===== config.mk =====
export PLATFORM = sky130hd
export DESIGN_NAME = uart_core
export DESIGN_NICKNAME = d
export VERILOG_FILES = /design/src/logic/uart_pkg.sv /design/src/logic/uart_fifo.sv /design/src/logic/uart_baud_gen.sv /design/src/logic/uart_tx.sv /design/src/logic/uart_rx.sv /design/src/logic/uart_regs.sv /design/src/logic/uart_core.sv
export SDC_FILE = /design/constraint.sdc
export NUM_CORES = 1
export LEC_CHECK = 0
export BUFFER_PORTS_ARGS = -buffer_cell sky130_fd_sc_hd__buf_2
export CAP_MARGIN = 15
export CORE_UTILIZATION = 60
export CTS_BUF_LIST = sky130_fd_sc_hd__clkbuf_16
export DETAILED_ROUTE_END_ITERATION = 8
export PLACE_DENSITY_LB_ADDON = 0.25
export SYNTH_ARGS = -nofsm -noshare
export SYNTH_HDL_FRONTEND = slang
export SYNTH_SLANG_ARGS = --single-unit

===== constraint.sdc =====
create_clock -name clk -period 6.4 [get_ports clk]
set_input_delay 1.92 -clock clk [delete_from_list [all_inputs] [get_ports clk]]
set_output_delay 1.92 -clock clk [all_outputs]
set_load 0.05 [all_outputs]

===== src/logic/uart_pkg.sv =====
package uart_pkg;

  // Character and bus widths
  localparam int DATA_W = 8;
  typedef logic [DATA_W-1:0] data_t;

  localparam int BAUD_W = 16;
  typedef logic [BAUD_W-1:0] baud_div_t;

  localparam int FRAC_W = 8;
  typedef logic [FRAC_W-1:0] baud_frac_t;

  localparam int OVERSAMPLE = 16;  // Ticks per bit
  typedef logic [$clog2(OVERSAMPLE)-1:0] tick_cnt_t;

  typedef logic [31:0] reg_word_t;

  // --------------------
  // Register map
  typedef enum logic [7:0] {
    REG_DATA   = 8'h00,
    REG_STATUS = 8'h04,
    REG_CTRL   = 8'h08,
    REG_BAUD   = 8'h0C,
    REG_ISR    = 8'h10,
    REG_IMR    = 8'h14,
    REG_FCR    = 8'h18
  } reg_addr_e;

  // Code 1 is treated as no parity
  typedef enum logic [1:0] {
    PAR_NONE = 2'd0,
    PAR_EVEN = 2'd2,
    PAR_ODD  = 2'd3
  } parity_e;

  typedef enum logic [1:0] {TX_IDLE, TX_SEND} tx_state_e;

  typedef enum logic [2:0] {
    RX_IDLE, RX_START, RX_DATA, RX_PARITY, RX_STOP, RX_DONE
  } rx_state_e;

  // --------------------
  // Field positions
  localparam int CTRL_TX_EN = 0;
  localparam int CTRL_RX_EN = 1;
  localparam int CTRL_TWO_STOP = 4;
  localparam int CTRL_PARITY_LSB = 6;  // 2-bit field
  localparam int CTRL_LOOPBACK = 9;

  localparam int ST_RX_AVAIL = 0;
  localparam int ST_TX_EMPTY = 1;
  localparam int ST_TX_BUSY = 4;
  localparam int ST_PARITY_ERR = 6;
  localparam int ST_STOP_ERR = 7;
  localparam int ST_RX_FULL = 8;
  localparam int ST_TX_FULL = 9;

  localparam int ISR_RX = 0;
  localparam int ISR_TX_EMPTY = 1;
  localparam int ISR_OVERRUN = 2;
  localparam int ISR_FRAME_ERR = 3;

  localparam int FCR_TX_FLUSH = 0;
  localparam int FCR_RX_FLUSH = 1;

  localparam reg_word_t REG_UNMAPPED = 32'hDEAD_BEEF;

endpackage


===== src/logic/uart_fifo.sv =====
module uart_fifo #(
  parameter int DEPTH = 8
) (
  input  logic            clk,
  input  logic            rst_n,
  input  logic            flush,
  input  logic            wr_valid,
  input  uart_pkg::data_t wr_data,
  output logic            wr_ready,
  output logic            rd_valid,
  output uart_pkg::data_t rd_data,
  input  logic            rd_ready,
  output logic            full
);
  import uart_pkg::*;

  localparam int AW = $clog2(DEPTH);

  data_t       mem [DEPTH];
  logic [AW:0] wr_ptr;
  logic [AW:0] rd_ptr;  // Extra MSB tells full from empty
  logic        empty;
  logic        push;
  logic        pop;

  assign empty = (wr_ptr == rd_ptr);
  assign full  = (wr_ptr[AW] != rd_ptr[AW]) && (wr_ptr[AW-1:0] == rd_ptr[AW-1:0]);

  assign wr_ready = !full;
  assign rd_valid = !empty;
  assign rd_data  = mem[rd_ptr[AW-1:0]];  // Head shown before the pop

  assign push = wr_valid && !full;
  assign pop  = rd_ready && !empty;

  // --------------------
  // Pointers
  always_ff @(posedge clk or negedge rst_n) begin
    if (!rst_n) begin
      wr_ptr <= '0;
      rd_ptr <= '0;
    end else if (flush) begin
      // Drops everything, including a push in the same cycle
      wr_ptr <= '0;
      rd_ptr <= '0;
    end else begin
      if (push) begin
        wr_ptr <= wr_ptr + 1'b1;
      end
      if (pop) begin
        rd_ptr <= rd_ptr + 1'b1;
      end
    end
  end

  // Storage
  always_ff @(posedge clk) begin
    if (push) begin
      mem[wr_ptr[AW-1:0]] <= wr_data;
    end
  end

endmodule


===== src/logic/uart_baud_gen.sv =====
module uart_baud_gen (
  input  logic                 clk,
  input  logic                 rst_n,
  input  logic                 run,
  input  uart_pkg::baud_div_t  baud_div,
  input  uart_pkg::baud_frac_t baud_frac,
  output logic                 tick
);
  import uart_pkg::*;

  baud_div_t       cnt;
  baud_frac_t      frac_cnt;
  logic            stretch;
  logic [BAUD_W:0] span;    // Cycles in the current tick period
  logic            at_end;

  // Long periods are spread over every group of 256 ticks
  assign stretch = (frac_cnt < baud_frac);
  assign span    = {1'b0, baud_div} + {{BAUD_W{1'b0}}, stretch};
  assign at_end  = ({1'b0, cnt} + {{BAUD_W{1'b0}}, 1'b1}) >= span;

  always_ff @(posedge clk or negedge rst_n) begin
    if (!rst_n) begin
      cnt      <= '0;
      frac_cnt <= '0;
      tick     <= 1'b0;
    end else if (!run) begin
      // Engine idle
      cnt      <= '0;
      frac_cnt <= '0;
      tick     <= 1'b0;
    end else begin
      tick <= 1'b0;
      if (baud_div != '0) begin  // Zero divisor stops the ticks
        if (at_end) begin
          cnt      <= '0;
          tick     <= 1'b1;
          frac_cnt <= frac_cnt + 1'b1;  // Wraps at 256
        end else begin
          cnt <= cnt + 1'b1;
        end
      end
    end
  end

endmodule


===== src/logic/uart_tx.sv =====
module uart_tx (
  input  logic              clk,
  input  logic              rst_n,
  input  logic              tx_en,
  input  uart_pkg::parity_e parity,
  input  logic              two_stop,
  input  logic              tick,
  input  logic              data_valid,
  input  uart_pkg::data_t   data,
  output logic              data_ready,
  output logic              run,
  output logic              tx_busy,
  output logic              txd
);
  import uart_pkg::*;

  localparam int SHIFT_W = DATA_W + 3;  // Data, parity, two stops
  localparam tick_cnt_t LAST_TICK = tick_cnt_t'(OVERSAMPLE - 1);

  tx_state_e          state;
  logic [SHIFT_W-1:0] shifter;
  logic [3:0]         bits_left;
  logic [3:0]         frame_bits;
  tick_cnt_t          tick_cnt;
  logic               par_en;
  logic               par_bit;
  logic               start;
  logic               bit_end;

  assign par_en  = (parity == PAR_EVEN) || (parity == PAR_ODD);
  assign par_bit = ^data ^ (parity == PAR_ODD);
  // Bits that follow the start bit
  assign frame_bits = 4'(DATA_W) + {3'b0, par_en} + 4'd1 + {3'b0, two_stop};

  assign start   = (state == TX_IDLE) && tx_en && data_valid;
  assign bit_end = tick && (tick_cnt == LAST_TICK);
  assign run     = (state != TX_IDLE);

  always_ff @(posedge clk or negedge rst_n) begin
    if (!rst_n) begin
      state      <= TX_IDLE;
      txd        <= 1'b1;
      tx_busy    <= 1'b0;
      data_ready <= 1'b0;
      tick_cnt   <= '0;
      bits_left  <= '0;
    end else begin
      data_ready <= 1'b0;
      case (state)
        TX_IDLE: begin
          txd     <= 1'b1;
          tx_busy <= 1'b0;
          if (start) begin
            state      <= TX_SEND;
            tx_busy    <= 1'b1;
            txd        <= 1'b0;  // Start bit
            data_ready <= 1'b1;  // Pops the FIFO head
            tick_cnt   <= '0;
            bits_left  <= frame_bits;
          end
        end
        TX_SEND: begin
          if (tick) begin
            tick_cnt <= tick_cnt + 1'b1;
          end
          if (bit_end) begin
            if (bits_left == '0) begin  // Last stop bit done
              state   <= TX_IDLE;
              tx_busy <= 1'b0;
              txd     <= 1'b1;
            end else begin
              txd       <= shifter[0];
              bits_left <= bits_left - 1'b1;
            end
          end
        end
        default: state <= TX_IDLE;
      endcase
    end
  end

  // Frame payload, LSB first
  always_ff @(posedge clk) begin
    if (start) begin
      shifter <= par_en ? {2'b11, par_bit, data} : {3'b111, data};
    end else if (state == TX_SEND && bit_end) begin
      shifter <= {1'b1, shifter[SHIFT_W-1:1]};
    end
  end

endmodule


===== src/logic/uart_rx.sv =====
module uart_rx (
  input  logic              clk,
  input  logic              rst_n,
  input  logic              rx_en,
  input  logic              loopback,
  input  uart_pkg::parity_e parity,
  input  logic              two_stop,
  input  logic              rxd,
  input  logic              txd,
  input  logic              tick,
  output logic              run,
  output logic              data_valid,
  output uart_pkg::data_t   data,
  output logic              parity_err,
  output logic              stop_err
);
  import uart_pkg::*;

  localparam tick_cnt_t LAST_TICK = tick_cnt_t'(OVERSAMPLE - 1);
  localparam tick_cnt_t MID_TICK = tick_cnt_t'(OVERSAMPLE / 2 - 1);
  localparam logic [2:0] LAST_BIT = 3'(DATA_W - 1);

  rx_state_e  state;
  logic [1:0] rxd_sync;
  logic       line;
  tick_cnt_t  tick_cnt;
  logic [2:0] bit_cnt;
  data_t      shifter;
  logic       par_bit;     // Received parity bit
  logic       par_en;
  logic       expect_par;
  logic       bit_end;

  // Two-flop synchronizer for the pin
  always_ff @(posedge clk or negedge rst_n) begin
    if (!rst_n) begin
      rxd_sync <= 2'b11;
    end else begin
      rxd_sync <= {rxd_sync[0], rxd};
    end
  end

  assign line       = loopback ? txd : rxd_sync[1];
  assign par_en     = (parity == PAR_EVEN) || (parity == PAR_ODD);
  assign expect_par = ^shifter ^ (parity == PAR_ODD);
  assign bit_end    = tick && (tick_cnt == LAST_TICK);

  assign run        = (state != RX_IDLE);
  assign data_valid = (state == RX_DONE);  // One cycle per frame
  assign data       = shifter;

  always_ff @(posedge clk or negedge rst_n) begin
    if (!rst_n) begin
      state      <= RX_IDLE;
      tick_cnt   <= '0;
      bit_cnt    <= '0;
      parity_err <= 1'b0;
      stop_err   <= 1'b0;
    end else begin
      if (tick) begin
        tick_cnt <= tick_cnt + 1'b1;  // Wraps once per bit
      end
      case (state)
        RX_IDLE: begin
          tick_cnt <= '0;
          if (rx_en && !line) begin
            state <= RX_START;
          end
        end
        RX_START: begin
          // Recheck the line half a bit into the start bit
          if (tick && tick_cnt == MID_TICK) begin
            tick_cnt <= '0;
            bit_cnt  <= '0;
            state    <= line ? RX_IDLE : RX_DATA;
          end
        end
        RX_DATA: begin
          if (bit_end) begin
            bit_cnt <= bit_cnt + 1'b1;  // Back to 0 after the last bit
            if (bit_cnt == LAST_BIT) begin
              state <= par_en ? RX_PARITY : RX_STOP;
            end
          end
        end
        RX_PARITY: begin
          if (bit_end) begin
            state <= RX_STOP;
          end
        end
        RX_STOP: begin
          if (bit_end) begin
            if (line && two_stop && bit_cnt == '0) begin
              bit_cnt <= 3'd1;  // Second stop bit follows
            end else begin
              state      <= RX_DONE;
              stop_err   <= !line;
              parity_err <= par_en && (par_bit != expect_par);
            end
          end
        end
        RX_DONE: state <= RX_IDLE;
        default: state <= RX_IDLE;
      endcase
    end
  end

  // Payload sampling at bit centers
  always_ff @(posedge clk) begin
    if (state == RX_DATA && bit_end) begin
      shifter <= {line, shifter[DATA_W-1:1]};
    end
    if (state == RX_PARITY && bit_end) begin
      par_bit <= line;
    end
  end

endmodule


===== src/logic/uart_regs.sv =====
module uart_regs #(
  parameter uart_pkg::baud_div_t DEFAULT_BAUD_DIV = 16'd4
) (
  input  logic                 clk,
  input  logic                 rst_n,
  input  uart_pkg::reg_addr_e  reg_addr,
  input  uart_pkg::reg_word_t  reg_wdata,
  input  logic                 reg_we,
  input  logic                 reg_re,
  output uart_pkg::reg_word_t  reg_rdata,
  // Transmit FIFO
  output logic                 tx_wr_valid,
  output uart_pkg::data_t      tx_wr_data,
  input  logic                 tx_wr_ready,
  input  logic                 tx_rd_valid,
  input  logic                 tx_full,
  // Receive FIFO
  input  logic                 rx_rd_valid,
  input  uart_pkg::data_t      rx_rd_data,
  output logic                 rx_rd_ready,
  input  logic                 rx_full,
  input  logic                 rx_wr_valid,
  input  logic                 rx_wr_ready,
  // Engine status
  input  logic                 tx_busy,
  input  logic                 parity_err,
  input  logic                 stop_err,
  // Configuration
  output logic                 tx_en,
  output logic                 rx_en,
  output logic                 two_stop,
  output logic                 loopback,
  output uart_pkg::parity_e    parity,
  output uart_pkg::baud_div_t  baud_div,
  output uart_pkg::baud_frac_t baud_frac,
  output logic                 tx_flush,
  output logic                 rx_flush,
  output logic                 intr
);
  import uart_pkg::*;

  reg_word_t  ctrl;
  reg_word_t  imr;
  reg_word_t  status;
  logic [3:0] isr;
  logic [3:0] isr_set;
  logic [3:0] isr_clr;
  logic [1:0] fcr;         // Flush bits, cleared the next cycle
  logic       tx_empty;
  logic       tx_empty_q;

  // --------------------
  // FIFO access strobes
  assign tx_wr_valid = reg_we && (reg_addr == REG_DATA) && tx_wr_ready;  // Full drops it
  assign tx_wr_data  = reg_wdata[DATA_W-1:0];
  assign rx_rd_ready = reg_re && (reg_addr == REG_DATA);

  assign tx_en    = ctrl[CTRL_TX_EN];
  assign rx_en    = ctrl[CTRL_RX_EN];
  assign two_stop = ctrl[CTRL_TWO_STOP];
  assign loopback = ctrl[CTRL_LOOPBACK];
  assign parity   = parity_e'(ctrl[CTRL_PARITY_LSB +: 2]);
  assign tx_flush = fcr[FCR_TX_FLUSH];
  assign rx_flush = fcr[FCR_RX_FLUSH];

  assign tx_empty = !tx_rd_valid;

  // Interrupt sources
  always_comb begin
    isr_set                = '0;
    isr_set[ISR_RX]        = rx_rd_valid;
    isr_set[ISR_TX_EMPTY]  = tx_empty && !tx_empty_q;  // Only on the drain edge
    isr_set[ISR_OVERRUN]   = rx_wr_valid && !rx_wr_ready;
    isr_set[ISR_FRAME_ERR] = rx_wr_valid && rx_wr_ready && (parity_err || stop_err);
  end

  assign isr_clr = (reg_we && reg_addr == REG_ISR) ? reg_wdata[3:0] : 4'b0;
  assign intr    = |(isr & imr[3:0]);

  always_ff @(posedge clk or negedge rst_n) begin
    if (!rst_n) begin
      ctrl       <= '0;
      baud_div   <= DEFAULT_BAUD_DIV;
      baud_frac  <= '0;
      imr        <= '0;
      isr        <= '0;
      fcr        <= '0;
      tx_empty_q <= 1'b1;
    end else begin
      fcr        <= '0;
      tx_empty_q <= tx_empty;
      isr        <= (isr & ~isr_clr) | isr_set;  // New events win over a clear
      if (reg_we) begin
        case (reg_addr)
          REG_CTRL: ctrl <= reg_wdata;
          REG_BAUD: begin
            baud_div  <= reg_wdata[BAUD_W-1:0];
            baud_frac <= reg_wdata[BAUD_W +: FRAC_W];
          end
          REG_IMR: imr <= reg_wdata;
          REG_FCR: fcr <= reg_wdata[1:0];
          default: ;
        endcase
      end
    end
  end

  // --------------------
  // Read side
  always_comb begin
    status                = '0;
    status[ST_RX_AVAIL]   = rx_rd_valid;
    status[ST_TX_EMPTY]   = tx_empty;
    status[ST_TX_BUSY]    = tx_busy;
    status[ST_PARITY_ERR] = parity_err;
    status[ST_STOP_ERR]   = stop_err;
    status[ST_RX_FULL]    = rx_full;
    status[ST_TX_FULL]    = tx_full;
  end

  always_comb begin
    case (reg_addr)
      REG_DATA:   reg_rdata = reg_word_t'(rx_rd_data);
      REG_STATUS: reg_rdata = status;
      REG_CTRL:   reg_rdata = ctrl;
      REG_BAUD:   reg_rdata = reg_word_t'({baud_frac, baud_div});
      REG_ISR:    reg_rdata = reg_word_t'(isr);
      REG_IMR:    reg_rdata = imr;
      REG_FCR:    reg_rdata = reg_word_t'(fcr);
      default:    reg_rdata = REG_UNMAPPED;
    endcase
  end

endmodule


===== src/logic/uart_core.sv =====
module uart_core #(
  parameter int                  FIFO_DEPTH       = 8,
  parameter uart_pkg::baud_div_t DEFAULT_BAUD_DIV = 16'd4
) (
  input  logic                clk,
  input  logic                rst_n,
  input  logic                uart_rxd,
  output logic                uart_txd,
  input  uart_pkg::reg_addr_e reg_addr,
  input  uart_pkg::reg_word_t reg_wdata,
  input  logic                reg_we,
  input  logic                reg_re,
  output uart_pkg::reg_word_t reg_rdata,
  output logic                intr
);
  import uart_pkg::*;

  // Transmit path
  logic       tx_wr_valid, tx_wr_ready, tx_rd_valid, tx_rd_ready, tx_full;
  data_t      tx_wr_data, tx_rd_data;
  logic       tx_run, tx_tick, tx_busy, tx_flush;
  // Receive path
  logic       rx_wr_valid, rx_wr_ready, rx_rd_valid, rx_rd_ready, rx_full;
  data_t      rx_wr_data, rx_rd_data;
  logic       rx_run, rx_tick, rx_flush, parity_err, stop_err;
  // Configuration
  logic       tx_en, rx_en, two_stop, loopback;
  parity_e    parity;
  baud_div_t  baud_div;
  baud_frac_t baud_frac;

  uart_regs #(.DEFAULT_BAUD_DIV(DEFAULT_BAUD_DIV)) u_regs (.*);

  uart_fifo #(.DEPTH(FIFO_DEPTH)) u_tx_fifo (
    .clk, .rst_n, .flush(tx_flush), .wr_valid(tx_wr_valid), .wr_data(tx_wr_data),
    .wr_ready(tx_wr_ready), .rd_valid(tx_rd_valid), .rd_data(tx_rd_data),
    .rd_ready(tx_rd_ready), .full(tx_full)
  );

  uart_fifo #(.DEPTH(FIFO_DEPTH)) u_rx_fifo (
    .clk, .rst_n, .flush(rx_flush), .wr_valid(rx_wr_valid), .wr_data(rx_wr_data),
    .wr_ready(rx_wr_ready), .rd_valid(rx_rd_valid), .rd_data(rx_rd_data),
    .rd_ready(rx_rd_ready), .full(rx_full)
  );

  uart_baud_gen u_tx_baud (.clk, .rst_n, .run(tx_run), .baud_div, .baud_frac, .tick(tx_tick));
  uart_baud_gen u_rx_baud (.clk, .rst_n, .run(rx_run), .baud_div, .baud_frac, .tick(rx_tick));

  uart_tx u_tx (
    .clk, .rst_n, .tx_en, .parity, .two_stop, .tick(tx_tick),
    .data_valid(tx_rd_valid), .data(tx_rd_data), .data_ready(tx_rd_ready),
    .run(tx_run), .tx_busy, .txd(uart_txd)
  );

  // Loopback taps the transmit line inside the receiver
  uart_rx u_rx (
    .clk, .rst_n, .rx_en, .loopback, .parity, .two_stop, .rxd(uart_rxd), .txd(uart_txd),
    .tick(rx_tick), .run(rx_run), .data_valid(rx_wr_valid), .data(rx_wr_data),
    .parity_err, .stop_err
  );

endmodule


==> run metrics <==
outcome finished, final reports clean; core box area 27000 um^2; vias ~11000; Max VDD drop 225 uV; H-tree depth 2; largest net degree at the start of global routing about 110; sequential fraction of design power 0.479; clock share of power 0.387; flops & latches, synth 333; Total Wirelength 36.7 mm; Int Power 3.69 mW; Net Sw Power 1.35 mW; Layout area overhead 10.7%; Row Count 60; syn avg cell area 12.3 um^2; Antenna Nets Post-Route 0; Post-CTS Setup Bufs 0; worst-skew pair later-pin latency 520 ps; Slew Limit Fails 0; starting density of the core 0.613; clk buf depth 3; Max Clock Freq 0.174 GHz; FF-to-FF setup slack 1050 ps; fraction of registers with async set/reset 0.562; CTS Buf Count 36; P per Cell Area 276 nW/um^2; Final Total Pwr 5.05 mW; clk slew on worst S/H paths 60 ps; Max stage delay cell, worst path nor3_2; Worst slew margin 0.281; syn_nets between 1000 and 1500; Sink Count 333; PostCTS Resize Cnt 0; first-pass GRT wire length 58.8 mm; PortBufs between 70 and 80; final period utilization 0.900; Critical Path Max Stage Delay 430 ps; highest-count cells in the layout ignoring fill and taps dfrtp_1, edfxtp_1, nand2_1; DIE WIDTH about 170 um; HP Class flop to flop; vias per inst around 6.1; final setup fails 0; Net Sw Frac 0.268; worst hold slack 362 ps; Root Buffer clkbuf_16; Post-synth EDFFs 146; DP HPWL 25.0 mm; RSZ-0062 raised after global routing false; fin crit period just under 6000 ps; Setup TNS Final 0 ps; DRC violations left 0; worst-margin pin slew 1070 ps; total gr overflow 0; worst path cell trace buf_2 -> nor3_1 -> nand2_1 -> nor3_2 -> buf_4 -> a222oi_1 -> nand2_1 -> buf_2; GP Congestion 0.897; most common cell after layout, fill and taps aside dfrtp_1; First-pass DRT Iterations 5; Startpoint Class input port; combinational share of power 0.134; Worst Path Max Fanout 16; Seq/Total Area, Yosys 0.549; all-layer global routing usage 0.270; CP endpoint kind output port; Initial DRC Count around 1000; Setup Skew 12.3 ps; Crit path arrival time 3840 ps; Max Cap Viol 0; Synth area leader dfrtp_1; ranking of synthesized cells by area dfrtp_1, edfxtp_1, mux2_2, ha_1, mux4_2; Pleak 7.76 nW; Mapped Area 16500 um^2; Most used DFF post-synth dfrtp_1; Die Ht roughly 170 um; area fraction of the dominant cell type after synthesis 0.276; Ports 79; Final nets 1523; CTS tree built; initial antenna violation count 1; vias in the first global route 10795; Worst Path Required between 4000 and 5000 ps; die footprint approximately 28000 um^2; post-synthesis cell count 1348; Buf/Inv on CP 3; CTS Hold Buffers Added 0; share of cells above drive strength 1 0.197; Crit Path Category input port to output port; final hold vios 0; Cell variety after synth 62; wire length per cell just over 20 um; top cell family by delay on the critical path simple AND/OR/NAND/NOR gates; YS warnings 0
worst register-to-register path, delay by kind of cell (launching register included):
family	cells	cell delay [ps]
xor+xnor	1	170
buf+inv	2	360
compound gates	11	2570
simple gates	5	710
fa+ha+maj	4	1080
flops	1	370
state kept, by name (all words and copies together), names as in the netlist, 8 cells and up:
register            flops
u_regs.baud_div        16
u_regs.baud_frac        8
u_regs.ctrl            32
u_regs.imr             32
u_rx.data               8
u_rx_baud.cnt          16
u_rx_baud.frac_cnt      8
u_rx_fifo.mem          64
u_tx.shifter            9
u_tx_baud.cnt          16
u_tx_baud.frac_cnt      8
u_tx_fifo.mem          64
power groups by stage:
stage	registers (mW)	clock network (mW)	logic, mW
final	2.42	1.95	0.678
after global placement	2.45	0	0.655
after CTS	2.41	1.99	0.677
after global routing	2.43	2.07	0.758
after detailed placement	2.45	0	0.671
after floorplan	2.39	0	0.532
routing by layer:
layer	routed length, um	track usage	vias to the layer above
met3	2170	0.0463	70
met5	0	0	-
met1	16200	0.377	5428
met2	17300	0.431	334
li1	-	-	5102
met4	1070	0.0921	0
final timing paths:
kind	cells after the start	startpoint	to
worst max register to register	23	u_regs.baud_frac[1]	u_rx_baud.cnt[13]
max in group asynchronous	2	rst_n	u_regs.baud_frac[3]
worst max-delay path	8	reg_addr[1]	reg_rdata[4]
worst min-delay path	0	u_rx.rxd_sync[0]	u_rx.rxd_sync[1]
worst min register to register	0	u_rx.rxd_sync[0]	u_rx.rxd_sync[1]
min in group asynchronous	1	rst_n	u_rx_baud.cnt[13]
logic make-up (layout without fill, tap and decap cells):
group                      count (synthesis)  count (layout)  share of synthesized area
AOI/OAI and AO/OA                        206             206                     0.0870
and+or+nand+nor                          382             382                      0.111
muxes                                    148             148                      0.121
DFF                                      333             333                      0.549
other                                      0               1                          0
buffers and inverters                    113             202                     0.0293
adders and majority gates                 68              68                     0.0515
xor gates and xnor gates                  98              98                     0.0519
synthesized netlist by cell type (3+ instances only):
cell type,instances
a21o_1,23
buf_2,24
mux4_2,32
buf_6,3
nor3_1,17
and3_1,14
nor4_1,10
nor2_1,70
inv_1,39
dfstp_2,5
edfxtp_1,146
ha_1,68
a222oi_1,5
mux2_2,90
a21oi_1,45
mux2i_1,26
a22o_1,10
o211ai_1,6
and2_1,4
xor2_1,55
o21ai_0,45
or2_2,3
o21a_1,5
nand2b_1,24
xnor2_1,43
a22oi_1,4
buf_1,8
a221oi_1,16
o21ai_1,5
nand4_1,23
nand2_1,141
or3_1,12
clkbuf_1,37
dfrtp_1,182
nand3_1,43
a31oi_1,8
a221o_1,10
and4_1,14
nor2b_1,3
per-stage QoR:
step | area [um^2] | setup WS [ps] | cells | util
2_1_floorplan | 16500 | 702 | 1348 | -
5_1_grt | 18300 | 481 | 1779 | 0.678
6_report | 18300 | 638 | 1779 | 0.678
4_1_cts | 18300 | 641 | 1778 | 0.678
3_3_place_gp | 17200 | 731 | 1713 | 0.637
3_5_place_dp | 17200 | 659 | 1713 | 0.637
cell type report:
cell class / count / area [um^2]
diodes: 1 / 2.50
clock buffers: 37 / 926
clock inverters: 28 / 184
fillers: 1926 / 8670
inverters: 39 / 146
multi-input cells: 902 / 6980
flip-flops and latches: 333 / 9070
well taps: 341 / 427
repair buffers: 98 / 549
No activity file was read; power rests on OpenSTA's default activity.
